[src/fetch_pkg.sv]
package fetch_pkg;

    typedef logic [31:0] pc_t;        // instruction address
    typedef logic [31:0] inst_t;      // instruction word
    typedef logic [1:0]  ibar_flag_t; // bit n set: ibar in slot n

    // gray coded, one bit flips per step
    typedef enum logic [1:0] {
        IBAR_IDLE       = 2'b00,
        IBAR_WAIT_EX    = 2'b01,
        IBAR_WAIT_CACHE = 2'b11,
        IBAR_WAIT_FETCH = 2'b10
    } ibar_state_t;

    localparam pc_t   PC_RESET    = 32'h1c00_0000;
    localparam inst_t INST_NOP    = 32'h0340_0000;  // andi r0, r0, 0
    localparam inst_t INST_IBAR   = 32'h3872_8000;  // ibar 0
    localparam inst_t ROM_PATTERN = 32'h2a00_0000;  // top byte keeps clear of nop and ibar

    // rom content per word index, shared by the rom and the stream model
    function automatic inst_t rom_word(input int unsigned idx);
        if (idx % 23 == 17) begin
            return INST_IBAR;
        end
        return inst_t'(idx) ^ ROM_PATTERN;
    endfunction

endpackage

[src/ibar_predecode.sv]
`timescale 1ns/1ps

module ibar_predecode (
    input  logic                   rsp_valid,
    input  fetch_pkg::inst_t       rsp_inst0,
    input  fetch_pkg::inst_t       rsp_inst1,
    output fetch_pkg::ibar_flag_t  ibar_flag
);
    import fetch_pkg::*;

    logic hit0;
    logic hit1;

    assign hit0 = (rsp_inst0 == INST_IBAR);
    assign hit1 = (rsp_inst1 == INST_IBAR);

    // stale words on the bus must not start a barrier
    assign ibar_flag = {hit1, hit0} & {2{rsp_valid}};

endmodule

[config.mk]
export PLATFORM = sky130hd
export DESIGN_NAME = ibar_predecode
export DESIGN_NICKNAME = d
export VERILOG_FILES = /design/src/fetch_pkg.sv /design/src/ibar_predecode.sv
export SDC_FILE = /design/constraint.sdc
export NUM_CORES = 1
export LEC_CHECK = 0
export ABC_CLOCK_PERIOD_IN_PS = 1100
export BUFFER_PORTS_ARGS = -buffer_cell sky130_fd_sc_hd__buf_2
export CAP_MARGIN = 20
export CELL_PAD_IN_SITES_DETAIL_PLACEMENT = 1
export CELL_PAD_IN_SITES_GLOBAL_PLACEMENT = 2
export CORE_MARGIN = 5
export CORE_UTILIZATION = 10
export DETAILED_ROUTE_END_ITERATION = 10
export PLACE_DENSITY_LB_ADDON = 0.1
export SYNTH_ARGS = -nofsm -noshare
export SYNTH_HDL_FRONTEND = slang
export SYNTH_SLANG_ARGS = --single-unit
export TNS_END_PERCENT = 10
[constraint.sdc]
create_clock -name vclk -period 1.1
set_clock_uncertainty 0.05 [all_clocks]
set_input_delay 0.22 -clock vclk [all_inputs]
set_output_delay 0.22 -clock vclk [all_outputs]
set_load 0.02 [all_outputs]
==> results summary <==
The sum of routed wire length over all layers came out at roughly 1400 µm. In the final routed layout, each cell accounts on average for between 10 and 15 µm. The number of antenna violations at the first check in global routing is 0. STA classifies the critical path startpoint as a primary input. The number of flip-flops and latches came out at 0. The count of clock buffers in the final design is 0. In this run the standard cell core region covers roughly 2200 µm². The die area came out at between 3000 and 4000 µm².

The setup-violating endpoint count in the final report is 2. The fraction of final layout cells with drive strength greater than 1 is 87.91%. The max-slew violation count is 0. The critical path arrival is 1.15 ns.

The tool flagged a number of max-cap violations equal to 0. Entering global routing, the biggest net connects 3 pins. The final critical path takes up 129.5% of the cycle. The number of global-route vias before repair came out at between 500 and 600. The number of detailed-route iterations in the first pass came out at 2. The total power density per cell area came out at between 200 and 300 nW/µm². The hold violation total from the final report came out at 0. After detailed routing, the number of remaining DRC violations is 0. The final critical delay including setup and external delays is around 1.4 ns. The leading cell type in the layout, fill and taps excluded is sky130_fd_sc_hd__buf_2. Along the worst path, the maximum fanout reaches 1. The initial core utilization is 10.27%. In this run, placement finished with an instance count of between 100 and 150. Setup repair after global routing could not meet its margin everywhere.

The post-synth design cell area came out at between 200 and 250 µm². The total power after layout is a little under 200 µW. The run finished, with violations left. The summed area of non-filler cells in the final layout is roughly 760 µm². After layout, the worst setup slack is -0.3243 ns. The total routing usage reported by global routing came out at about 8.3%.

The non-filler instance count after layout is approximately 120. The worst slew slack as a fraction of its limit came out at roughly 85%. The minimum hold slack is 0.6779 ns. The synthesized net count is between 80 and 90. The first global-routing pass estimated 2366 µm of wire. Summed over all layers, the global routing overflow is 0.

The average via count per standard cell came out at between 4 and 5. The number of cell rows came out at 17. The final sum of negative setup slack is -0.6477 ns.

The number of port buffers is between 60 and 70. For the pin with the worst max-slew slack, the measured transition is between 0.2 and 0.25 ns. VDD sags by at most 0.0001011 V. The total I/O pin count is 67. The count of distinct cell types in the synthesized netlist is 11.

The total via count in the routed design came out at just over 500. The synthesized instance count is 24. The final RePlAce weighted congestion came out at 0.6823. The sequential share of the synthesized area is 0%. The count of fill cells added during filler insertion is around 280. The total of hold buffers inserted after clock tree synthesis came out at 0. The yosys synthesis warning count is 0.

The nature of the critical path endpoint is a primary output. The y dimension of the die came out at ~57 µm. The worst endpoint required time came out at 0.83 ns. The diode insertion count for antenna repair came out at 0. The detailed router finished its first iteration with 4 violations. The worst hold path belongs to the class primary input to primary output. The sequential cells in the finished layout cover a total of 0 µm². The area growth from synthesis to layout came out at 242.1%. The final reports fail on negative setup slack. The critical path is of the primary input to primary output type. The mean cell area of the mapped netlist came out at ~9.3 µm². The setup slack after placement came out at -0.4604 ns.

The total number of nets in the final design is approximately 160. The die is roughly 57 µm wide. The detail route stage leaves a number of antenna-violating nets equal to 0. Cells fill 35.12% of the core in the end. The top cell types in the final layout, fill and taps aside, are 54 x sky130_fd_sc_hd__buf_2, 11 x sky130_fd_sc_hd__buf_6, 5 x sky130_fd_sc_hd__nor4_4.

The post-CTS setup buffer count is 0. The leakage power came out at 0.3672 nW. The placed cell area came out at 610.6 µm².

The maximum clock rate came out at around 700 MHz.
-- worst max-delay path, stage by stage --
cell	delay, ns
sky130_fd_sc_hd__buf_6	0.10
sky130_fd_sc_hd__nor4b_4	0.27
sky130_fd_sc_hd__nand4_1	0.17
sky130_fd_sc_hd__nor4_4	0.23
sky130_fd_sc_hd__buf_4	0.18
-- metal layers --
| layer | track usage [%] | share of wire [%] | up-vias |
|---|---|---|---|
| met1 | 8.411 | 33 | 223 |
| li1 | - | - | 246 |
| met2 | 17.78 | 55 | 34 |
| met5 | 0 | 0 | - |
| met4 | 0 | 0 | 0 |
| met3 | 2.036 | 11 | 0 |
-- timing repair --
action / 4_1_cts / 5_1_grt
endpoints found under the setup margin: 2 / 2
resized for setup: 15 / 8
pin swaps: 10 / 5
-- final cells by class --
type / instances / area (µm²) / area share (%)
timing repair buffer: 67 / 409.1 / 53.69
multi-input combinational: 24 / 317.8 / 41.71
tap: 28 / 35.03 / 4.598
-- final timing paths --
path                            to  cells after the start          start
worst min-delay path  ibar_flag[0]                      3  rsp_inst0[18]
worst max-delay path  ibar_flag[0]                      5  rsp_inst0[16]
-- report_power, final --
group / leakage (nW) / total, mW / switching [mW] / internal, mW
logic: 0.367 / 0.196 / 0.0643 / 0.131
registers: 0 / 0 / 0 / 0
clock network: 0 / 0 / 0 / 0
total: 0.367 / 0.196 / 0.0643 / 0.131
-- Yosys cell counts --
| cell | instances | area, µm² |
|---|---|---|
| sky130_fd_sc_hd__nor4_2 | 6 | 75.07 |
| sky130_fd_sc_hd__nand4_1 | 4 | 25.02 |
| sky130_fd_sc_hd__nor4b_1 | 3 | 26.28 |
| sky130_fd_sc_hd__and4b_1 | 2 | 20.02 |
| sky130_fd_sc_hd__nor2_1 | 2 | 7.510 |
| sky130_fd_sc_hd__nor4b_2 | 2 | 30.03 |
| sky130_fd_sc_hd__and4bb_2 | 1 | 12.51 |
| sky130_fd_sc_hd__nand2_1 | 1 | 3.750 |
| sky130_fd_sc_hd__nand2b_1 | 1 | 6.260 |
| sky130_fd_sc_hd__nor4_1 | 1 | 6.260 |
| sky130_fd_sc_hd__nor4bb_1 | 1 | 10.01 |
-- cell families after synthesis --
group,Yosys count,synth area share (%)
simple gates,24,100.0
Power figures use the tool's default switching activity.
