[config.mk]
export PLATFORM = sky130hd
export DESIGN_NAME = pc_gen
export DESIGN_NICKNAME = d
export VERILOG_FILES = /design/src/fetch_pkg.sv /design/src/pc_gen.sv
export SDC_FILE = /design/constraint.sdc
export NUM_CORES = 1
export LEC_CHECK = 0
export BUFFER_PORTS_ARGS = -buffer_cell sky130_fd_sc_hd__buf_2
export CORE_MARGIN = 2
export CORE_UTILIZATION = 51
export CTS_CLUSTER_SIZE = 16
export DETAILED_ROUTE_END_ITERATION = 12
export PLACE_DENSITY_LB_ADDON = 0.3
export REMOVE_ABC_BUFFERS = 1
export SYNTH_ARGS = -nofsm -noshare
export SYNTH_HDL_FRONTEND = slang
export SYNTH_SLANG_ARGS = --single-unit
[constraint.sdc]
create_clock -name clk -period 2.9 [get_ports clk]
set_input_delay 0.58 -clock clk [delete_from_list [all_inputs] [get_ports clk]]
set_output_delay 0.58 -clock clk [all_outputs]
set_load 0.02 [all_outputs]
[src/fetch_pkg.sv]
package fetch_pkg;

    typedef logic [31:0] pc_t;        // instruction address
    typedef logic [31:0] inst_t;      // instruction word
    typedef logic [1:0]  ibar_flag_t; // bit n set: ibar in slot n

    // gray coded, one bit flips per step
    typedef enum logic [1:0] {
        IBAR_IDLE       = 2'b00,
        IBAR_WAIT_EX    = 2'b01,
        IBAR_WAIT_CACHE = 2'b11,
        IBAR_WAIT_FETCH = 2'b10
    } ibar_state_t;

    localparam pc_t   PC_RESET    = 32'h1c00_0000;
    localparam inst_t INST_NOP    = 32'h0340_0000;  // andi r0, r0, 0
    localparam inst_t INST_IBAR   = 32'h3872_8000;  // ibar 0
    localparam inst_t ROM_PATTERN = 32'h2a00_0000;  // top byte keeps clear of nop and ibar

    // rom content per word index, shared by the rom and the stream model
    function automatic inst_t rom_word(input int unsigned idx);
        if (idx % 23 == 17) begin
            return INST_IBAR;
        end
        return inst_t'(idx) ^ ROM_PATTERN;
    endfunction

endpackage

[src/pc_gen.sv]
`timescale 1ns/1ps

module pc_gen (
    input  logic            clk,
    input  logic            rstn,
    input  logic            flush,
    input  fetch_pkg::pc_t  flush_pc,
    input  logic            refetch,
    input  fetch_pkg::pc_t  refetch_pc,
    input  logic            stage_ready,
    output logic            req_valid,
    output fetch_pkg::pc_t  req_pc
);
    import fetch_pkg::*;

    logic run;  // low in reset, keeps the first cycle quiet

    // stage_ready already folds in buffer space and the ibar waits
    assign req_valid = run && stage_ready;

    always_ff @(posedge clk or negedge rstn) begin
        if (!rstn) begin
            run    <= 1'b0;
            req_pc <= PC_RESET;
        end else begin
            run <= 1'b1;
            if (flush) begin
                req_pc <= flush_pc;           // flush beats refetch
            end else if (refetch) begin
                req_pc <= refetch_pc;         // resume after the ibar
            end else if (req_valid) begin
                req_pc <= req_pc + 32'd8;     // next pair
            end
        end
    end

endmodule

==> flow_summary.yaml <==
critical_path:
  cp.required_ns: 3.11
  timing_worst_setup_path_type: "primary input to flop"
  worstSetupStartpointType: "primary input"
  crit_family: "simple AND/OR/NAND/NOR gates"
  slowest_stage: "nor2b_1"
  arrival_ns: 2.28
  critPathMostFrequentCell: "a21oi_1"
  crit_path_cell_trace: "buf_2 > nor2b_1 > a22oi_1 > o21ai_0 > a21oi_1 > a21oi_1"
  path_max_fanout: 14
  slowest_delay_ns: 0.85
  worst_setup_path_end_kind: "flop"
  path_buf_inv: 1
clocking:
  clock_latency_ns: 0.29
  cts.sinks: 33
  cts_setup_buffers: 0
  cts_resized: 0
  clockBufferDepth: 2
  cts_hold_buf: 0
  h-tree-depth: 2
  cts_tree: "built"
  clkTransAtPathRegs_ns: 0.07
  cts.root.buffer_cell: "clkbuf_8"
  cts_made_buffers: 5
outcome:
  outcome: "completed"
global_routing:
  grt_pass1_vias: 2276
  grt_max_degree: 34
  grt_antenna_before_repair: 0
  grt_usage_pct: 27.14
  grt-ovfl-total: 0
  grt_pass1_wl_um: 10670
synthesis:
  synthesis.area_um2: 2231
  synthMuxAreaShare_pct: 4.094
  synth_top_family_by_area: "simple AND/OR/NAND/NOR gates"
  synth_xor_area_share_pct: 7.067
  avgSynthCellArea_um2: 8.547
  ys_seq_elements: 33
  synth_cells: 261
  ys_warn_count: 0
  synth_ff_type: "dfrtp_1"
  synthSimpleGateAreaFrac_pct: 25.46
  synth.distinct_cells: 49
  synth_edf_count: 0
  yosys.area_share.adder_pct: 0.5609
  synth_compound_area_share_pct: 21.99
  synth-async-reset-ratio_pct: 100.0
  synth-seq-area-share_pct: 37.18
routing:
  initialDrtViolationCount: 235
  finalWirelength_um: 6454
  dr.pass1.iters: 5
  post_drt_wl_per_cell_um: 15.63
  num_vias: 2441
  avgViaCountPerCell: 5.910
  drc: 0
  drtAntennaViolNets: 0
finish:
  finish.instance_area_um2: 2849
  area_growth_pct: 27.71
  layout_common_cells: "101 x buf_2, 32 x nand2_1, 30 x dfrtp_1, 25 x o21ai_0, 22 x a21oi_1"
  n_antenna_cell: 0
  drive_above_1_share_pct: 34.90
  fill_cells: 370
  layout_commonest_cell: "buf_2"
  final_nets: 430
sta:
  hold_violations: 0
  drv_slew: 0
  fin_crit_sh_pct: 71.27
  slew_headroom_pct: 30.47
  worstMarginPinSlew_ns: 1.041
  fmax_ghz: 0.4839
  period_needed_ns: 2.067
  rsz0062_at_grt: "no"
  finClkSkew_ns: 0.004157
  tns_ns: 0
  setup_violations: 0
floorplanning:
  die_w_um: 70.14
  num_rows: 24
  die_area_um2: 4920
  die_height_um: 70.14
  core_area_um2: 4294
  start_util_pct: 51.95
  ioPinCount: 102
power:
  powerDensity_nw_per_um2: 444.7
  irDropWorstVdd_mv: 0.1987
  leakage_uw: 0.001300
worst_hold_path:
  hold_class: "primary input to async pin"
placed_design:
  dp_hpwl_um: 4761
  io_buffers: 101
  place_congestion: 0.8957
  place_area_um2: 2769
run:
  drv_cap: 0
cells in the mapped netlist, types with 7 or more instances:
master | instances | area share (%)
nand2_1 | 32 | 5.4
o21ai_0 | 25 | 5.6
nor3_1 | 7 | 1.6
mux2i_1 | 8 | 3.6
dfrtp_1 | 30 | 34
xor2_1 | 12 | 4.7
nand3_1 | 14 | 3.1
clkbuf_1 | 8 | 1.3
nor2_1 | 10 | 1.7
nand4_1 | 7 | 2.0
and3_1 | 7 | 2.0
a21oi_1 | 22 | 4.9
a22oi_1 | 12 | 4.0
kinds of logic after synthesis:
kind of cell / count (synthesis)
XOR/XNOR: 18
buffers and inverters: 18
other: 1
AND/OR/NAND/NOR: 100
multiplexers: 9
adder cells (fa/ha/maj): 1
AO/OA/AOI/OAI: 81
flip-flops: 33
report_power, final:
part	leakage [uW]	switching (uW)	internal, uW
clock network	0.0000395	167	171
logic	0.000870	202	142
registers	0.000391	72.8	512
flip-flops by register name, summed over array words and instances, names as in the netlist:
signal / cells
run: 1
req_pc: 32
worst paths after layout:
check | from | to | slack, ns | cells after the start
max in group asynchronous | rstn | req_pc[31] | 2.06 | 1
min reg2reg | req_pc[31] | req_pc[31] | 0.55 | 1
min | rstn | req_pc[19] | 0.36 | 1
max reg2reg | run | req_pc[31] | 0.89 | 5
min in group clk | flush_pc[3] | req_pc[3] | 0.50 | 3
max | refetch | req_pc[14] | 0.83 | 6
per-stage QoR:
step	worst slack (ns)	utilization [%]	cells	hold WS, ns	total power [uW]
finish	0.8333	66.35	413	0.3626	1267
global route	0.6325	66.35	413	0.4271	1325
CTS	0.8277	66.35	413	0.3935	1264
detailed placement	0.5788	64.48	405	0.5355	933.3
global placement	0.6386	64.48	405	0.5274	925.1
floorplan	1.005	-	249	0.2844	772.3
layout make-up:
cell class | count | area (um^2) | share of cell area (%)
inverters | 6 | 22.52 | 0.7905
repair buffers | 104 | 528.0 | 18.53
well taps | 52 | 65.06 | 2.284
clock buffers | 8 | 80.08 | 2.811
multi-input cells | 210 | 1324 | 46.46
flip-flops and latches | 33 | 829.5 | 29.12
per-layer routing:
layer	track usage, %	part of all wire (%)	vias up
met1	36.34	44	1121
met2	44.13	46	134
li1	-	-	1170
met3	4.906	7.8	16
met4	9.829	1.8	0
met5	0	0	-
No activity file was read; power rests on OpenSTA's default activity.
