File: config.mk
export PLATFORM = sky130hd
export DESIGN_NAME = if1_fifo_stage
export DESIGN_NICKNAME = d
export VERILOG_FILES = /design/src/fetch_pkg.sv /design/src/if1_fifo_stage.sv
export SDC_FILE = /design/constraint.sdc
export NUM_CORES = 1
export LEC_CHECK = 0
export CAP_MARGIN = 20
export CORE_ASPECT_RATIO = 0.6
export CORE_MARGIN = 5
export CORE_UTILIZATION = 60
export CTS_BUF_LIST = sky130_fd_sc_hd__clkbuf_4 sky130_fd_sc_hd__clkbuf_8
export DETAILED_ROUTE_END_ITERATION = 10
export DONT_BUFFER_PORTS = 1
export PLACE_DENSITY = 0.73
export SLEW_MARGIN = 20
export SYNTH_ARGS = -nofsm -noshare
export SYNTH_HDL_FRONTEND = slang
export SYNTH_SLANG_ARGS = --single-unit
File: constraint.sdc
create_clock -name clk -period 10 [get_ports clk]
set_clock_uncertainty 0.15 [all_clocks]
set_input_delay 0 -clock clk [delete_from_list [all_inputs] [get_ports clk]]
set_output_delay 0 -clock clk [all_outputs]
set_load 0.01 [all_outputs]
File: src/fetch_pkg.sv
package fetch_pkg;

    typedef logic [31:0] pc_t;        // instruction address
    typedef logic [31:0] inst_t;      // instruction word
    typedef logic [1:0]  ibar_flag_t; // bit n set: ibar in slot n

    // gray coded, one bit flips per step
    typedef enum logic [1:0] {
        IBAR_IDLE       = 2'b00,
        IBAR_WAIT_EX    = 2'b01,
        IBAR_WAIT_CACHE = 2'b11,
        IBAR_WAIT_FETCH = 2'b10
    } ibar_state_t;

    localparam pc_t   PC_RESET    = 32'h1c00_0000;
    localparam inst_t INST_NOP    = 32'h0340_0000;  // andi r0, r0, 0
    localparam inst_t INST_IBAR   = 32'h3872_8000;  // ibar 0
    localparam inst_t ROM_PATTERN = 32'h2a00_0000;  // top byte keeps clear of nop and ibar

    // rom content per word index, shared by the rom and the stream model
    function automatic inst_t rom_word(input int unsigned idx);
        if (idx % 23 == 17) begin
            return INST_IBAR;
        end
        return inst_t'(idx) ^ ROM_PATTERN;
    endfunction

endpackage

File: src/if1_fifo_stage.sv
`timescale 1ns/1ps

module if1_fifo_stage (
    input  logic                   clk,
    input  logic                   rstn,
    input  logic                   flush,
    input  logic                   rsp_valid,
    input  fetch_pkg::pc_t         rsp_pc,
    input  fetch_pkg::inst_t       rsp_inst0,
    input  fetch_pkg::inst_t       rsp_inst1,
    input  fetch_pkg::ibar_flag_t  ibar_flag,
    input  logic                   ibar_retire,
    input  logic                   icache_idle,
    input  logic                   dcache_idle,
    input  logic                   buf_full,
    output logic                   stage_ready,
    output logic                   refetch,
    output fetch_pkg::pc_t         refetch_pc,
    output logic                   push,
    output fetch_pkg::pc_t         push_pc,
    output fetch_pkg::inst_t       push_inst0,
    output fetch_pkg::inst_t       push_inst1
);
    import fetch_pkg::*;

    ibar_state_t state;
    ibar_state_t state_nxt;
    logic        cache_idle;
    logic        fetch_ok;     // refetched pair is back
    logic        accept;
    logic        reg_free;
    logic        pair_valid;
    logic        skid_valid;   // catches the one response in flight under back-pressure
    pc_t         skid_pc;
    inst_t       skid_inst0;
    inst_t       skid_inst1;

    assign cache_idle  = icache_idle && dcache_idle;
    assign fetch_ok    = state == IBAR_WAIT_FETCH && rsp_valid && rsp_pc == refetch_pc;
    assign accept      = (state == IBAR_IDLE && rsp_valid) || fetch_ok;
    assign push        = pair_valid && !buf_full;   // held pairs were all taken in idle
    assign reg_free    = !pair_valid || push;
    assign stage_ready = !buf_full && (state == IBAR_IDLE || state == IBAR_WAIT_FETCH);
    assign refetch     = state == IBAR_WAIT_CACHE && cache_idle;

    always_comb begin
        case (state)
            IBAR_IDLE:       state_nxt = |ibar_flag ? IBAR_WAIT_EX : IBAR_IDLE;
            IBAR_WAIT_EX:    state_nxt = ibar_retire ? IBAR_WAIT_CACHE : IBAR_WAIT_EX;
            IBAR_WAIT_CACHE: state_nxt = cache_idle ? IBAR_WAIT_FETCH : IBAR_WAIT_CACHE;
            IBAR_WAIT_FETCH: begin
                if (!fetch_ok) begin
                    state_nxt = IBAR_WAIT_FETCH;
                end else begin
                    state_nxt = |ibar_flag ? IBAR_WAIT_EX : IBAR_IDLE;  // back to back ibar
                end
            end
            default:         state_nxt = IBAR_IDLE;
        endcase
    end

    always_ff @(posedge clk or negedge rstn) begin
        if (!rstn) begin
            state      <= IBAR_IDLE;
            refetch_pc <= PC_RESET;
            pair_valid <= 1'b0;
            skid_valid <= 1'b0;
        end else if (flush) begin
            state      <= IBAR_IDLE;
            pair_valid <= 1'b0;
            skid_valid <= 1'b0;
        end else begin
            state <= state_nxt;
            if (accept && |ibar_flag) begin
                refetch_pc <= ibar_flag[0] ? rsp_pc + 32'd4 : rsp_pc + 32'd8;
            end
            if (reg_free) begin
                pair_valid <= skid_valid || accept;
                skid_valid <= skid_valid && accept;
            end else begin
                skid_valid <= skid_valid || accept;
            end
        end
    end

    always_ff @(posedge clk) begin
        if (flush || (reg_free && !skid_valid && !accept)) begin
            push_pc    <= PC_RESET;   // empty slot shows a nop pair
            push_inst0 <= INST_NOP;
            push_inst1 <= INST_NOP;
        end else if (reg_free && skid_valid) begin
            push_pc    <= skid_pc;
            push_inst0 <= skid_inst0;
            push_inst1 <= skid_inst1;
        end else if (reg_free) begin
            push_pc    <= rsp_pc;
            push_inst0 <= rsp_inst0;
            push_inst1 <= rsp_inst1;
        end
        if (accept && (skid_valid || !reg_free)) begin
            skid_pc    <= rsp_pc;
            skid_inst0 <= rsp_inst0;
            skid_inst1 <= rsp_inst1;
        end
    end

    a_state_legal: assert property (@(posedge clk) disable iff (!rstn)
        state inside {IBAR_IDLE, IBAR_WAIT_EX, IBAR_WAIT_CACHE, IBAR_WAIT_FETCH})
        else $error("ibar state out of range");

    // the cache wait is only reached through the execute wait
    a_refetch_wait: assert property (@(posedge clk) disable iff (!rstn)
        refetch |-> state == IBAR_WAIT_CACHE && $past(state) != IBAR_IDLE)
        else $error("refetch outside the cache wait");

endmodule

==> run summary <==
outcome: finished clean
RSZ-0062 raised after global routing: false
fin util: 75.24%
YS warnings: 0
Rel. slew slack: 28.06%
core box area: 15,550 um2
final net count: 979
clk buf depth: 3
DP Worst Slack: 5.692 ns
ys async rst share: 15.79%
area of the mapped netlist: 9643 um2
H-tree levels: 2
first-pass GRT wire length: 39,380 um
Final Hold Viols: 0
Die Span Y: 108.2 um
worst slew pin tran: 1.077 ns
Synth Net Count: 872
CP delay by family, top: simple AND/OR/NAND/NOR gates
max cap viols: 0
largest family of logic cells by synthesized area: multiplexers
GP Congestion: 0.8722
Clock Sinks: 228
DRT iter0 DRCs: 562
Routed Antenna Nets: 0
final worst setup slack: 5.626 ns
Slew Viols, Final: 0
Die Footprint: 18,790 um2
kind of critical path: reg -> reg
Starting Density: 62.03%
Worst path slowest cell: a21oi_4
Port Buf Inserts: 0
leak pwr: 5.012 nW
Core Rows: 35
Non-Filler Instances: 1,101
worst path cell trace: xor2_1 -> nor4_1 -> nand3_1 -> or4_1 -> a21oi_4 -> buf_4
Unique masters post-synth: 36
All-Layer GR Usage: 26.66%
crit path DAT: 4.33 ns
register area share after synthesis: 59.21%
WL final: 25,470 um
DRC Markers: 0
First-pass DRT Iterations: 5
FF+latch count, synth: 228
fraction of layout cells with a size suffix above 1: 11.71%
critical path required time: 9.96 ns
Cells after DPL: 919
setup repair bufs after CTS: 0
DR vias: 6,595
fmax: 228.6 MHz
Hold WC Path Type: in -> reg
Peak VDD IR: 0.0001367 V
WL/cell: 23.13 um
Die X: 173.7 um
Setup Viol. Count Final: 0
Remaining Overflow, GRT: 0
number of synthesized flops with an enable pin: 96
main flop type after synthesis: edfxtp_1
total CTS buffers: 34
# resized after CTS: 0
post-synthesis mux area share: 13.60%
pin count of the biggest net entering global routing: 125
DP HPWL: 15,330 um
TNS Setup: 0 ns
final cycle utilization of the critical path: 43.74%
Worst path max stage delay: 0.92 ns
adder-cell area share of the yosys netlist: 0.2595%
Max FO, Critical Path: 66
XOR/XNOR Fraction of Synth Area: 5.540%
syn avg cell area: 12.62 um2
clock insertion delay at the later pin of the skew report: 0.49 ns
vias in the first global route: 6,760
clk root buf: clkbuf_8
synthesis-to-layout area growth: 21.31%
Final Critical Period: 4.374 ns
Pwr Total: 2.221 mW
Boundary Pins: 237
Synth Area in Simple Gates: 8.097%
drt via density: 5.990
Cell Pwr Density: 189.8 nW/um2
initial antenna violation count: 0
CTS tree: done
crit path launch type: register
CP bufs+invs: 1
Setup crit end kind: register
Synth Area in Compound Gates: 10.56%
cell count after synthesis: 764
clock slew at reported path FFs: 0.07 ns
synth_stat cells, drive strengths merged (2+ instances only):
cell    number  share of area (%)
nand3       12               0.62
dfxtp       96                 20
nand4        7               0.45
nand2      120                4.7
xnor2       19                1.7
a21oi        3               0.16
dfstp        3               0.82
o211a       88                9.1
ha           2               0.26
xor2        42                3.8
edfxtp      96                 30
buf         23                1.4
and3         4               0.26
nor3         5               0.26
nor2b        2               0.13
nand2b       2               0.13
and4         4               0.36
inv          6               0.23
clkbuf      29                1.1
nor2        17               0.66
mux2i       95                9.9
o21ai       10               0.52
nor4         6               0.39
dfrtp       33                8.6
o211ai       2               0.16
mux2        32                3.7
metrics by stage:
stage	hold WS [ns]	cell area (um2)
after floorplan	-0.4456	9643
after global routing	0.001713	11700
after CTS	0.003164	11650
after global placement	-0.4439	9708
after detailed placement	-0.4445	9708
final	0.01748	11700
state kept, by name, indices dropped and copies added, names as in the netlist, 2 cells and up:
signal and flops:
refetch_pc 32, skid_inst0 32, skid_pc 32, state 2, push_inst1 32, push_inst0 32
push_pc 32, skid_inst1 32
final timing paths:
path	slack, ns	cells after the start	end	start
worst min-delay path	0.02	1	skid_inst1[19]	rsp_inst1[19]
worst max register to register	5.63	6	skid_inst0[31]	refetch_pc[18]
max in group asynchronous	9.05	4	skid_valid	rstn
min in group asynchronous	0.44	3	refetch_pc[28]	rstn
worst max-delay path	5.63	6	skid_inst0[31]	refetch_pc[18]
worst min register to register	0.42	1	push_inst0[4]	push_inst0[4]
routing by layer:
| metal | part of all wire, % | vias to the layer above | GRT usage, % |
|---|---|---|---|
| met5 | 0 | - | 0 |
| met4 | 1.8 | 0 | 6.719 |
| met3 | 11 | 35 | 10.69 |
| met2 | 45 | 292 | 41.88 |
| met1 | 42 | 3264 | 35.08 |
| li1 | - | 3004 | - |
power by group:
group / leakage [nW] / switching (mW) / internal [mW] / total (mW)
clock: 0.406 / 0.350 / 0.466 / 0.816
combinational: 2.53 / 0.120 / 0.127 / 0.248
sequential: 2.07 / 0.111 / 1.05 / 1.16
logic make-up (layout without fill, tap and decap cells):
group / Yosys count / after routing
DFF: 228 / 228
and+or+nand+nor: 181 / 181
muxes: 127 / 127
AOI/OAI and AO/OA: 107 / 107
xor gates and xnor gates: 61 / 61
buffers and inverters: 58 / 191
adders and majority gates: 2 / 2
other: 0 / 1
worst register-to-register path: cells and delay by family (launching register included):
kind                      cells  cell delay, ns
and+or+nand+nor               3            1.36
AOI/OAI and AO/OA             1            0.92
buffers and inverters         1            0.84
DFF                           1            0.45
xor gates and xnor gates      1            0.23
cells in the final DEF, fill, tap and decap left out, drive strengths merged, types with 7 or more instances in the layout:
cell type    instances
buf                  7
clkbuf              60
dfrtp               33
dfxtp               96
dlygate4sd3        116
edfxtp              96
mux2                32
mux2i               95
nand2              120
nand3               12
nand4                7
nor2                17
o211a               88
o21ai               10
xnor2               19
xor2                42
timing repair:
item / CTS / global route
endpoints found under the hold margin: 266 / 1
hold buffers: 117 / 1
setup endpoints to repair: 0 / 0
layout make-up:
type                       instances  area, um2
sequential                       228       5713
tap                              203      254.0
inverter                           6      22.52
multi-input combinational        478       3689
antenna                            1      2.502
fill                             955       3849
clock inverter                     2      10.01
timing repair buffer             123       1262
clock buffer                      60      744.5
(Power assumes the default switching activity.)
