File: src/fetch_pkg.sv
package fetch_pkg;

    typedef logic [31:0] pc_t;        // instruction address
    typedef logic [31:0] inst_t;      // instruction word
    typedef logic [1:0]  ibar_flag_t; // bit n set: ibar in slot n

    // gray coded, one bit flips per step
    typedef enum logic [1:0] {
        IBAR_IDLE       = 2'b00,
        IBAR_WAIT_EX    = 2'b01,
        IBAR_WAIT_CACHE = 2'b11,
        IBAR_WAIT_FETCH = 2'b10
    } ibar_state_t;

    localparam pc_t   PC_RESET    = 32'h1c00_0000;
    localparam inst_t INST_NOP    = 32'h0340_0000;  // andi r0, r0, 0
    localparam inst_t INST_IBAR   = 32'h3872_8000;  // ibar 0
    localparam inst_t ROM_PATTERN = 32'h2a00_0000;  // top byte keeps clear of nop and ibar

    // rom content per word index, shared by the rom and the stream model
    function automatic inst_t rom_word(input int unsigned idx);
        if (idx % 23 == 17) begin
            return INST_IBAR;
        end
        return inst_t'(idx) ^ ROM_PATTERN;
    endfunction

endpackage

File: src/fetch_buffer.sv
`timescale 1ns/1ps

module fetch_buffer #(
    parameter int BUF_DEPTH = 8
) (
    input  logic              clk,
    input  logic              rstn,
    input  logic              flush,
    input  logic              push,
    input  fetch_pkg::pc_t    push_pc,
    input  fetch_pkg::inst_t  push_inst0,
    input  fetch_pkg::inst_t  push_inst1,
    input  logic              pop,
    output logic              buf_full,
    output logic              out_valid,
    output fetch_pkg::pc_t    out_pc,
    output fetch_pkg::inst_t  out_inst0,
    output fetch_pkg::inst_t  out_inst1
);
    import fetch_pkg::*;

    localparam int PW = $clog2(BUF_DEPTH);

    pc_t         pc_mem    [BUF_DEPTH];
    inst_t       inst0_mem [BUF_DEPTH];
    inst_t       inst1_mem [BUF_DEPTH];
    logic [PW-1:0] rd_ptr;
    logic [PW-1:0] wr_ptr;
    logic [PW:0]   count;
    logic        wr_en;
    logic        rd_en;

    assign buf_full  = count == (PW + 1)'(BUF_DEPTH);
    assign out_valid = count != '0;
    assign wr_en     = push && !buf_full;
    assign rd_en     = pop && out_valid;

    assign out_pc    = pc_mem[rd_ptr];
    assign out_inst0 = inst0_mem[rd_ptr];
    assign out_inst1 = inst1_mem[rd_ptr];

    always_ff @(posedge clk) begin
        if (wr_en) begin
            pc_mem[wr_ptr]    <= push_pc;
            inst0_mem[wr_ptr] <= push_inst0;
            inst1_mem[wr_ptr] <= push_inst1;
        end
    end

    always_ff @(posedge clk or negedge rstn) begin
        if (!rstn) begin
            rd_ptr <= '0;
            wr_ptr <= '0;
            count  <= '0;
        end else if (flush) begin
            rd_ptr <= '0;   // drop everything queued
            wr_ptr <= '0;
            count  <= '0;
        end else begin
            if (wr_en) wr_ptr <= wr_ptr + 1'b1;   // depth is a power of two
            if (rd_en) rd_ptr <= rd_ptr + 1'b1;
            case ({wr_en, rd_en})
                2'b10:   count <= count + 1'b1;
                2'b01:   count <= count - 1'b1;
                default: count <= count;
            endcase
        end
    end

    // the stage has to stall itself, a push into a full queue is lost
    a_no_push_full: assert property (@(posedge clk) disable iff (!rstn)
        push |-> !buf_full)
        else $error("push while buffer full");

    a_no_pop_empty: assert property (@(posedge clk) disable iff (!rstn)
        pop && !out_valid && !flush |=> $stable(rd_ptr))
        else $error("pop accepted on empty buffer");

endmodule

File: config.mk
export PLATFORM = sky130hd
export DESIGN_NAME = fetch_buffer
export DESIGN_NICKNAME = d
export VERILOG_FILES = /design/src/fetch_pkg.sv /design/src/fetch_buffer.sv
export SDC_FILE = /design/constraint.sdc
export NUM_CORES = 1
export LEC_CHECK = 0
export BUFFER_PORTS_ARGS = -buffer_cell sky130_fd_sc_hd__buf_2
export CELL_PAD_IN_SITES_DETAIL_PLACEMENT = 0
export CELL_PAD_IN_SITES_GLOBAL_PLACEMENT = 2
export CORE_MARGIN = 2
export CORE_UTILIZATION = 40
export CTS_BUF_LIST = sky130_fd_sc_hd__clkbuf_8
export CTS_CLUSTER_DIAMETER = 60
export CTS_CLUSTER_SIZE = 20
export DETAILED_ROUTE_END_ITERATION = 10
export PLACE_DENSITY = 0.64
export SLEW_MARGIN = 30
export SYNTH_ARGS = -nofsm -noshare
export SYNTH_HDL_FRONTEND = slang
export SYNTH_SLANG_ARGS = --single-unit
File: constraint.sdc
create_clock -name clk -period 25.3 [get_ports clk]
set_input_delay 5.06 -clock clk [delete_from_list [all_inputs] [get_ports clk]]
set_output_delay 5.06 -clock clk [all_outputs]
set_load 0.01 [all_outputs]
==> results of run 1 <==
[layout make-up]
cell class | instances | area (µm²)
sequential | 778 | 23320
clock inverter | 43 | 541.8
timing repair buffer | 222 | 1206
inverter | 2 | 7.507
fill | 6151 | 39890
clock buffer | 57 | 784.5
antenna | 5 | 12.51
multi-input combinational | 350 | 5868
tap | 959 | 1200
[sequential cells by signal, indices dropped and copies added (netlist names)]
signal and flops:
inst0_mem 256, inst1_mem 256, pc_mem 256, count 4, rd_ptr 3, wr_ptr 3
[cells in the final DEF (no fill, tap or decap), drive strengths merged, types with 2 or more instances in the layout]
cell / synthesis / routed
xnor2: 2 / 2
clkinvlp: 0 / 5
nor3: 4 / 4
mux4: 192 / 192
diode: 0 / 5
a211oi: 2 / 2
clkbuf: 33 / 57
a21oi: 4 / 4
o21ai: 2 / 2
nor2: 14 / 14
dfrtp: 10 / 10
nand2b: 2 / 2
nand2: 5 / 5
inv: 2 / 16
mux2i: 3 / 3
buf: 25 / 222
bufinv: 0 / 9
clkinv: 0 / 15
ha: 4 / 4
or4: 2 / 2
edfxtp: 768 / 768
nand3: 3 / 3
xor2: 3 / 3
mux2: 96 / 96
[power breakdown]
group,switching [mW],total (mW),internal (mW),leakage (nW)
clock network,0.422,0.740,0.318,0.667
registers,0.0343,1.51,1.48,7.10
logic,0.299,0.616,0.317,2.45
total,0.755,2.87,2.12,10.2
[per-stage QoR]
stage	hold WS [ns]	area [µm²]	utilization [%]	std cells
4_1_cts	0.5808	32920	45.20	2411
3_3_place_gp	0.5640	31580	43.36	2311
2_1_floorplan	0.5342	29380	-	1188
5_1_grt	0.6205	32940	45.23	2415
3_5_place_dp	0.5678	31600	43.38	2311
6_report	0.5780	32940	45.23	2416
[cells by family after synthesis]
family / Yosys count
fa+ha+maj: 4
compound gates: 15
xor+xnor: 5
buf+inv: 60
simple gates: 35
flops: 778
mux: 291
[worst min-delay path: stages, from the launching register on]
cell and delay (ns):
dfrtp_1 0.42, nand2_1 0.07, a21oi_1 0.06
[worst paths after layout]
check	endpoint	slack, ns
worst min register to register	wr_ptr[0]	0.58
max in group asynchronous	rd_ptr[0]	20.85
worst max-delay path	out_inst0[3]	16.20
min in group asynchronous	rd_ptr[2]	4.23
worst max register to register	inst1_mem[4][0]	21.43
worst min-delay path	wr_ptr[0]	0.58
[routing by layer]
metal / track usage [%] / up-vias
met4: 4.523 / 14
met5: 0 / -
met2: 27.87 / 208
li1: - / 5513
met3: 3.421 / 93
met1: 21.07 / 6957
==> flow_summary.ini, run 1 <==
[synth]
compound_gate_portion_of_the_synthesized_area_pct = 0.3747
synthTopCellsByCount = edfxtp_1, mux4_2, mux2_2
ys.warnings.count = 0
postSynth.topFlopCell = edfxtp_1
async_flop_share_pct = 1.285
synth-simple-area-share_pct = 0.5919
post_synth_xor_area_fraction_pct = 0.1490
synth_top_area_share_pct = 78.49
synth_area_mm2 = 0.02938
most_frequent_cell_after_synthesis = edfxtp_1
synth_cell_type_count = 34
synth_enable_flop_cells = 768
synth_seq_area_share_pct = 79.34
synth.largest_area_cell = edfxtp_1
ys_seq_elements = 778
synth_top_family_by_area = multiplexers
post_synth_inst_count = 1188
synth_fp_nets = 1293
synth.top_cells.by_area = edfxtp_1, mux4_2, mux2_2
syn-mean-instance-area_um2 = 24.73
yosys.area_share.adder_pct = 0.1703
synth_mux_area_share_pct = 18.50

[setup_path]
total_number_of_cells_along_the_worst_setup_path = 5
crit_path_top_delay_cell = dfrtp_4
critical_path_startpoint = rd_ptr[0]
critical-path-top-delay-family = buffers and inverters
worst-setup-path-type = reg2out
worst_path_required_time_ns = 20.24
rr_worst_depth = 6
regToRegStartpoint = count[1]
cp-end-kind = primary output
worstPathMaxFanout = 51
cp_cell_sequence = buf_6 -> buf_4 -> mux4_2 -> mux2_2 -> buf_2
cp_data_arrival_time_ns = 4.04
worst_stage_delay_on_the_critical_path_ns = 0.84
startpoint_type = flop
path_buf_inv = 3

[global_routing]
grt.overflow.total = 0
first_pass_grt_wire_length_um = 90220
track_usage_pct = 16.26
grt_max_degree = 97
grt_antenna_before_repair = 13
vias_in_the_first_global_route = 13756

[routing]
initialDrtViolationCount = 958
vias = 12785
routed_met3_length_um = 2763
highest_metal_used = met5
vias_per_cell = 5.292
wl_met2_um = 30930
route.detailed.wl_per_inst_um = 25.20
firstDrtPassIters = 5
met1_length_um = 25750
antenna_left = 0
totalWireLength_um = 60880
route.detailed.drc = 0

[placed_design]
pre_cts_ws_ns = 16.79
port-buffer-count = 198
place_hpwl_um = 31450
finalWeightedCongestion = 0.6904

[clock_tree]
cts.sinks = 778
clock_path_buffers = 3
tritoncts = done
clkSlewWorstSetupHoldPaths_ns = 0.11
cts_inserted_buffers = 56
cts_resized = 0
number_of_hold_buffers_added_after_cts = 0
postCtsSetupRepairBufs = 0
clock-root-buffer = clkbuf_8
clock_tree.htree_level_count = 2
worst_skew_pair.late_latency_ns = 0.70

[timing]
finalWorstPathRequiredPeriod_ns = 9.101
finClkSkew_ns = 0.02183
timing_hold_violations_final = 0
fmax_mhz = 109.9
drv_slew = 0
fin_crit_sh_pct = 35.97
setup_repair_after_global_routing_missed_its_margin = no
count_of_endpoints_failing_setup_in_the_final_report = 0
tightest_slew_ns = 0.9467
worst_slack_ns = 16.20
total_neg_setup_slack_ns = 0
maxSlewHeadroom_pct = 36.89

[power]
powerDensity_mw_per_mm2 = 87.11
power.static_leakage_nw = 10.22
peakVddDrop_uv = 47.09
post-layout-total-power_mw = 2.870

[layout]
nNetsFinal = 1515
layout-drive-gt1-share_pct = 42.29
area.growth.synth_to_final_pct = 12.12

[floorplan]
floorplan.die.height_um = 275.0
io-pin-count = 199
placementRows = 99
initial_core_util_pct = 40.34
fp.coreArea_mm2 = 0.07283
die_x_um = 275.0
die-area_mm2 = 0.07564

[job]
max_cap_violation_count = 0

[worst_hold_path]
min_path_cells = 2
worstHoldStart = wr_ptr[0]
hold_path.class = reg2reg

[outcome]
run_status = completed
(Power assumes the default switching activity.)
==> run 2, diff against run 1 <==
--- a/config.mk
+++ b/config.mk
@@ -14,7 +14,7 @@
 export CTS_CLUSTER_DIAMETER = 60
 export CTS_CLUSTER_SIZE = 20
 export DETAILED_ROUTE_END_ITERATION = 10
-export PLACE_DENSITY = 0.64
+export PLACE_DENSITY = 0.67
 export SLEW_MARGIN = 30
 export SYNTH_ARGS = -nofsm -noshare
 export SYNTH_HDL_FRONTEND = slang
==> constraint.sdc (replaced) <==
create_clock -name clk -period 7.8 [get_ports clk]
set_input_delay 1.56 -clock clk [delete_from_list [all_inputs] [get_ports clk]]
set_output_delay 1.56 -clock clk [all_outputs]
set_load 0.01 [all_outputs]
==> flow_summary.ini, run 2 (synthesis results as in run 1) <==
[timing]
tightest_slew_ns = 0.9411
setup_repair_after_global_routing_missed_its_margin = no
fin_crit_sh_pct = 63.05
total_neg_setup_slack_ns = 0
count_of_endpoints_failing_setup_in_the_final_report = 0
finalWorstPathRequiredPeriod_ns = 4.918
maxSlewHeadroom_pct = 37.26
timing_hold_violations_final = 0
fmax_mhz = 203.3
finClkSkew_ns = 0.03796
holdWs_ns = 0.5867
drv_slew = 0

[power]
power.switching_fraction_pct = 27.02
clock_power_share_pct = 24.2
power.combinational.fraction_pct = 22.3
peakVddDrop_uv = 197.5
internal_power_mw = 6.676
powerDensity_mw_per_mm2 = 278.7
power_switching_mw = 2.471
power.static_leakage_nw = 10.16
reg_power_share_pct = 53.5

[clock_tree]
tritoncts = done
number_of_hold_buffers_added_after_cts = 0
worst_skew_pair.late_latency_ns = 0.69
clkSlewWorstSetupHoldPaths_ns = 0.12
cts_inserted_buffers = 55
clock_tree.htree_level_count = 2
clock_path_buffers = 3
cts.sinks = 778
clock-root-buffer = clkbuf_8
postCtsSetupRepairBufs = 0
cts_resized = 0

[setup_path]
cp_cell_sequence = buf_4 -> mux4_2 -> mux2_2 -> buf_2
cp-end-kind = primary output
startpoint_type = flop
worstPathMaxFanout = 52
cp_data_arrival_time_ns = 3.36
worst-setup-path-type = reg2out
worst_path_required_time_ns = 6.24
crit_path_top_delay_cell = dfrtp_4
worst_stage_delay_on_the_critical_path_ns = 0.97
rr_worst_depth = 5

[floorplan]
io-pin-count = 199
fp.coreArea_mm2 = 0.07283
die-area_mm2 = 0.07564
placementRows = 99
floorplan.die.height_um = 275.0
die_x_um = 275.0
initial_core_util_pct = 40.34

[layout]
nNetsFinal = 1510
mostFrequentLayoutCells = edfxtp_1, buf_2, mux4_2
final_design_utilization_pct = 45.07
layout-drive-gt1-share_pct = 42.12
largest_registers = inst0_mem (256), inst1_mem (256), pc_mem (256)
area.growth.synth_to_final_pct = 11.72
final_area_mm2 = 0.03283
most_common_cell_after_layout_fill_and_taps_aside = edfxtp_1
fillerInstances = 6159

[routing]
route.detailed.drc = 0
vias_per_cell = 5.306
vias = 12777
totalWireLength_um = 59720
initialDrtViolationCount = 926
route.detailed.wl_per_inst_um = 24.80
antenna_left = 0
firstDrtPassIters = 5

[placed_design]
port-buffer-count = 198
place_hpwl_um = 30640
dpl-instance-area_mm2 = 0.03162
finalWeightedCongestion = 0.7116

[global_routing]
first_pass_grt_wire_length_um = 88380
vias_in_the_first_global_route = 13596
grt_max_degree = 101
grt_antenna_before_repair = 11
grt.overflow.total = 0
track_usage_pct = 15.83

[worst_hold_path]
min_path_cells = 2
hold_path.class = reg2reg

[outcome]
run_status = completed

[job]
max_cap_violation_count = 0
==> run 2: worst max-delay path, delay by kind of cell (launching register included) <==
family,cells,cell delay (ns)
flip-flops,1,0.97
buffers and inverters,2,0.89
multiplexers,2,0.70
==> run 2: metrics by stage <==
| stage | power, mW | cells | worst slack [ns] |
|---|---|---|---|
| after CTS | 9.307 | 2404 | 2.732 |
| after detailed placement | 7.092 | 2306 | 3.551 |
| after global placement | 7.065 | 2306 | 3.560 |
| after floorplan | 6.421 | 1188 | 0.9971 |
| after global routing | 9.585 | 2406 | 2.708 |
| final | 9.148 | 2408 | 2.882 |
==> run 2: final timing paths <==
path / startpoint / end / slack [ns]
setup reg to reg: count[1] / inst1_mem[4][20] / 4.64
hold / removal: wr_ptr[0] / wr_ptr[0] / 0.59
max in group asynchronous: rstn / rd_ptr[2] / 6.84
setup / recovery: rd_ptr[1] / out_inst1[11] / 2.88
hold reg to reg: wr_ptr[0] / wr_ptr[0] / 0.59
min in group asynchronous: rstn / rd_ptr[1] / 0.72
==> run 2: layout make-up <==
class	count	area [µm²]	share of cell area (%)
Sequential cell	778	23320	71.05
Multi-Input combinational cell	350	5881	17.91
Timing Repair Buffer	218	1236	3.766
Tap cell	959	1200	3.655
Clock buffer	56	770.7	2.348
Clock inverter	42	400.4	1.220
Inverter	2	7.507	0.02287
Antenna cell	3	7.507	0.02287
==> run 2: per-layer routing <==
metal | track usage [%] | vias to the layer above | share of wire (%)
met4 | 3.528 | 20 | 1.9
met1 | 21.02 | 6913 | 43
met5 | 0 | - | 0.20
li1 | - | 5510 | -
met3 | 3.395 | 93 | 5.1
met2 | 26.91 | 241 | 50
==> run 2: power groups by stage <==
stage               logic, mW  registers [mW]  clock network, mW
floorplan                1.47            4.95                  0
global placement         2.08            4.99                  0
detailed placement       2.09            5.00                  0
CTS                      2.10            4.90               2.30
global route             2.23            4.92               2.43
finish                   2.04            4.90               2.21
==> run 3, diff against run 2 <==
--- a/config.mk
+++ b/config.mk
@@ -14,7 +14,7 @@
 export CTS_CLUSTER_DIAMETER = 60
 export CTS_CLUSTER_SIZE = 20
 export DETAILED_ROUTE_END_ITERATION = 10
-export PLACE_DENSITY = 0.67
+export PLACE_DENSITY = 0.64
 export SLEW_MARGIN = 30
 export SYNTH_ARGS = -nofsm -noshare
 export SYNTH_HDL_FRONTEND = slang
==> constraint.sdc (replaced) <==
create_clock -name clk -period 5.1 [get_ports clk]
set_input_delay 1.02 -clock clk [delete_from_list [all_inputs] [get_ports clk]]
set_output_delay 1.02 -clock clk [all_outputs]
set_load 0.01 [all_outputs]
==> flow_summary.ini, run 3 (synthesis results as in run 1) <==
[outcome]
run_status = completed

[routing]
vias_per_cell = 5.267
initialDrtViolationCount = 777
route.detailed.wl_per_inst_um = 24.78
firstDrtPassIters = 4
route.detailed.drc = 0
antenna_left = 0
totalWireLength_um = 60060
vias = 12767

[power]
power.switching_fraction_pct = 26.96
peakVddDrop_uv = 309.1
power.combinational.fraction_pct = 22.3
clock_power_share_pct = 24.0
reg_power_share_pct = 53.8
power_switching_mw = 3.770
internal_power_mw = 10.21
power.static_leakage_nw = 10.27
post-layout-total-power_mw = 13.98
powerDensity_mw_per_mm2 = 422.9

[setup_path]
startpoint_type = flop
worst-r2r-setup-slack_ns = 2.48
worstPathMaxFanout = 53
cp-end-kind = primary output
worst_path_required_time_ns = 4.08
cp_data_arrival_time_ns = 3.07
worst-setup-path-type = reg2out

[clock_tree]
postCtsSetupRepairBufs = 0
cts_inserted_buffers = 56
tritoncts = done
number_of_hold_buffers_added_after_cts = 0
worst_skew_pair.late_latency_ns = 0.70
clock_tree.htree_level_count = 2
clkSlewWorstSetupHoldPaths_ns = 0.12
cts_resized = 0
clock-root-buffer = clkbuf_8
clock_path_buffers = 3
cts.sinks = 778

[global_routing]
grt_max_degree = 85
grt_antenna_before_repair = 10
grt.overflow.total = 0
first_pass_grt_wire_length_um = 88550
track_usage_pct = 15.93
vias_in_the_first_global_route = 13511

[floorplan]
floorplan.die.height_um = 275.0
placementRows = 99
io-pin-count = 199
die_x_um = 275.0
initial_core_util_pct = 40.34
die-area_mm2 = 0.07564
fp.coreArea_mm2 = 0.07283

[layout]
most_common_cell_after_layout_fill_and_taps_aside = edfxtp_1
largest_registers = inst0_mem (256), inst1_mem (256), pc_mem (256)
mostFrequentLayoutCells = edfxtp_1, buf_2, mux4_2
layout-drive-gt1-share_pct = 42.57
fillerInstances = 6159
area.growth.synth_to_final_pct = 12.55
nNetsFinal = 1522

[job]
max_cap_violation_count = 0

[placed_design]
finalWeightedCongestion = 0.6805
place_hpwl_um = 31640
port-buffer-count = 198

[timing]
tightest_slew_ns = 0.9562
fin_crit_sh_pct = 80.10
fmax_mhz = 244.8
total_neg_setup_slack_ns = 0
count_of_endpoints_failing_setup_in_the_final_report = 0
maxSlewHeadroom_pct = 36.26
finalWorstPathRequiredPeriod_ns = 4.085
holdWs_ns = 0.1678
setup_repair_after_global_routing_missed_its_margin = no
drv_slew = 0
timing_hold_violations_final = 0
finClkSkew_ns = 0.03960

[worst_hold_path]
hold_path.class = in2async
[run 3: area by class of cell]
class | count | area, µm² | area share (%)
sequential | 778 | 23320 | 70.53
multi-input combinational | 350 | 5881 | 17.78
timing repair buffer | 229 | 1464 | 4.427
tap | 959 | 1200 | 3.629
clock buffer | 57 | 784.5 | 2.372
clock inverter | 45 | 397.9 | 1.203
antenna | 4 | 10.01 | 0.03027
inverter | 2 | 7.507 | 0.02270
[run 3: worst paths after layout]
kind / endpoint / cells past startpoint / startpoint
max reg2reg: inst1_mem[5][15] / 4 / count[1]
min in group clk: wr_ptr[0] / 2 / wr_ptr[0]
max in group asynchronous: rd_ptr[2] / 1 / rstn
min reg2reg: wr_ptr[0] / 2 / wr_ptr[0]
max: out_inst0[29] / 4 / rd_ptr[0]
min: wr_ptr[0] / 1 / rstn
[run 3: critical path, stage by stage, from the launching register on]
cell	delay, ns
dfrtp_4	0.86
buf_12	0.42
mux4_2	0.56
mux2_2	0.30
buf_2	0.15
[run 3: power groups by stage]
stage                     Sequential (mW)  Combinational (mW)  Clock, mW
final                                7.52                3.11       3.35
after detailed placement             7.68                3.22          0
after global routing                 7.56                3.41       3.72
after CTS                            7.53                3.23       3.51
after floorplan                      7.57                2.25          0
after global placement               7.67                3.21          0
[run 3: metal layers]
metal,part of all wire [%],vias up,GRT usage [%]
li1,-,5531,-
met1,43,6937,21.33
met2,50,209,26.98
met3,5.0,78,3.587
met4,1.4,12,3.087
met5,0.12,-,0
[run 3: stage by stage]
step,setup slack [ns],instances,instance area (µm²),util [%]
floorplan,-1.163,1188,29390,-
global placement,1.669,2316,31820,43.69
detailed placement,1.665,2317,31850,43.73
CTS,0.8634,2419,33030,45.35
global route,0.7644,2422,33060,45.39
finish,1.015,2424,33070,45.40
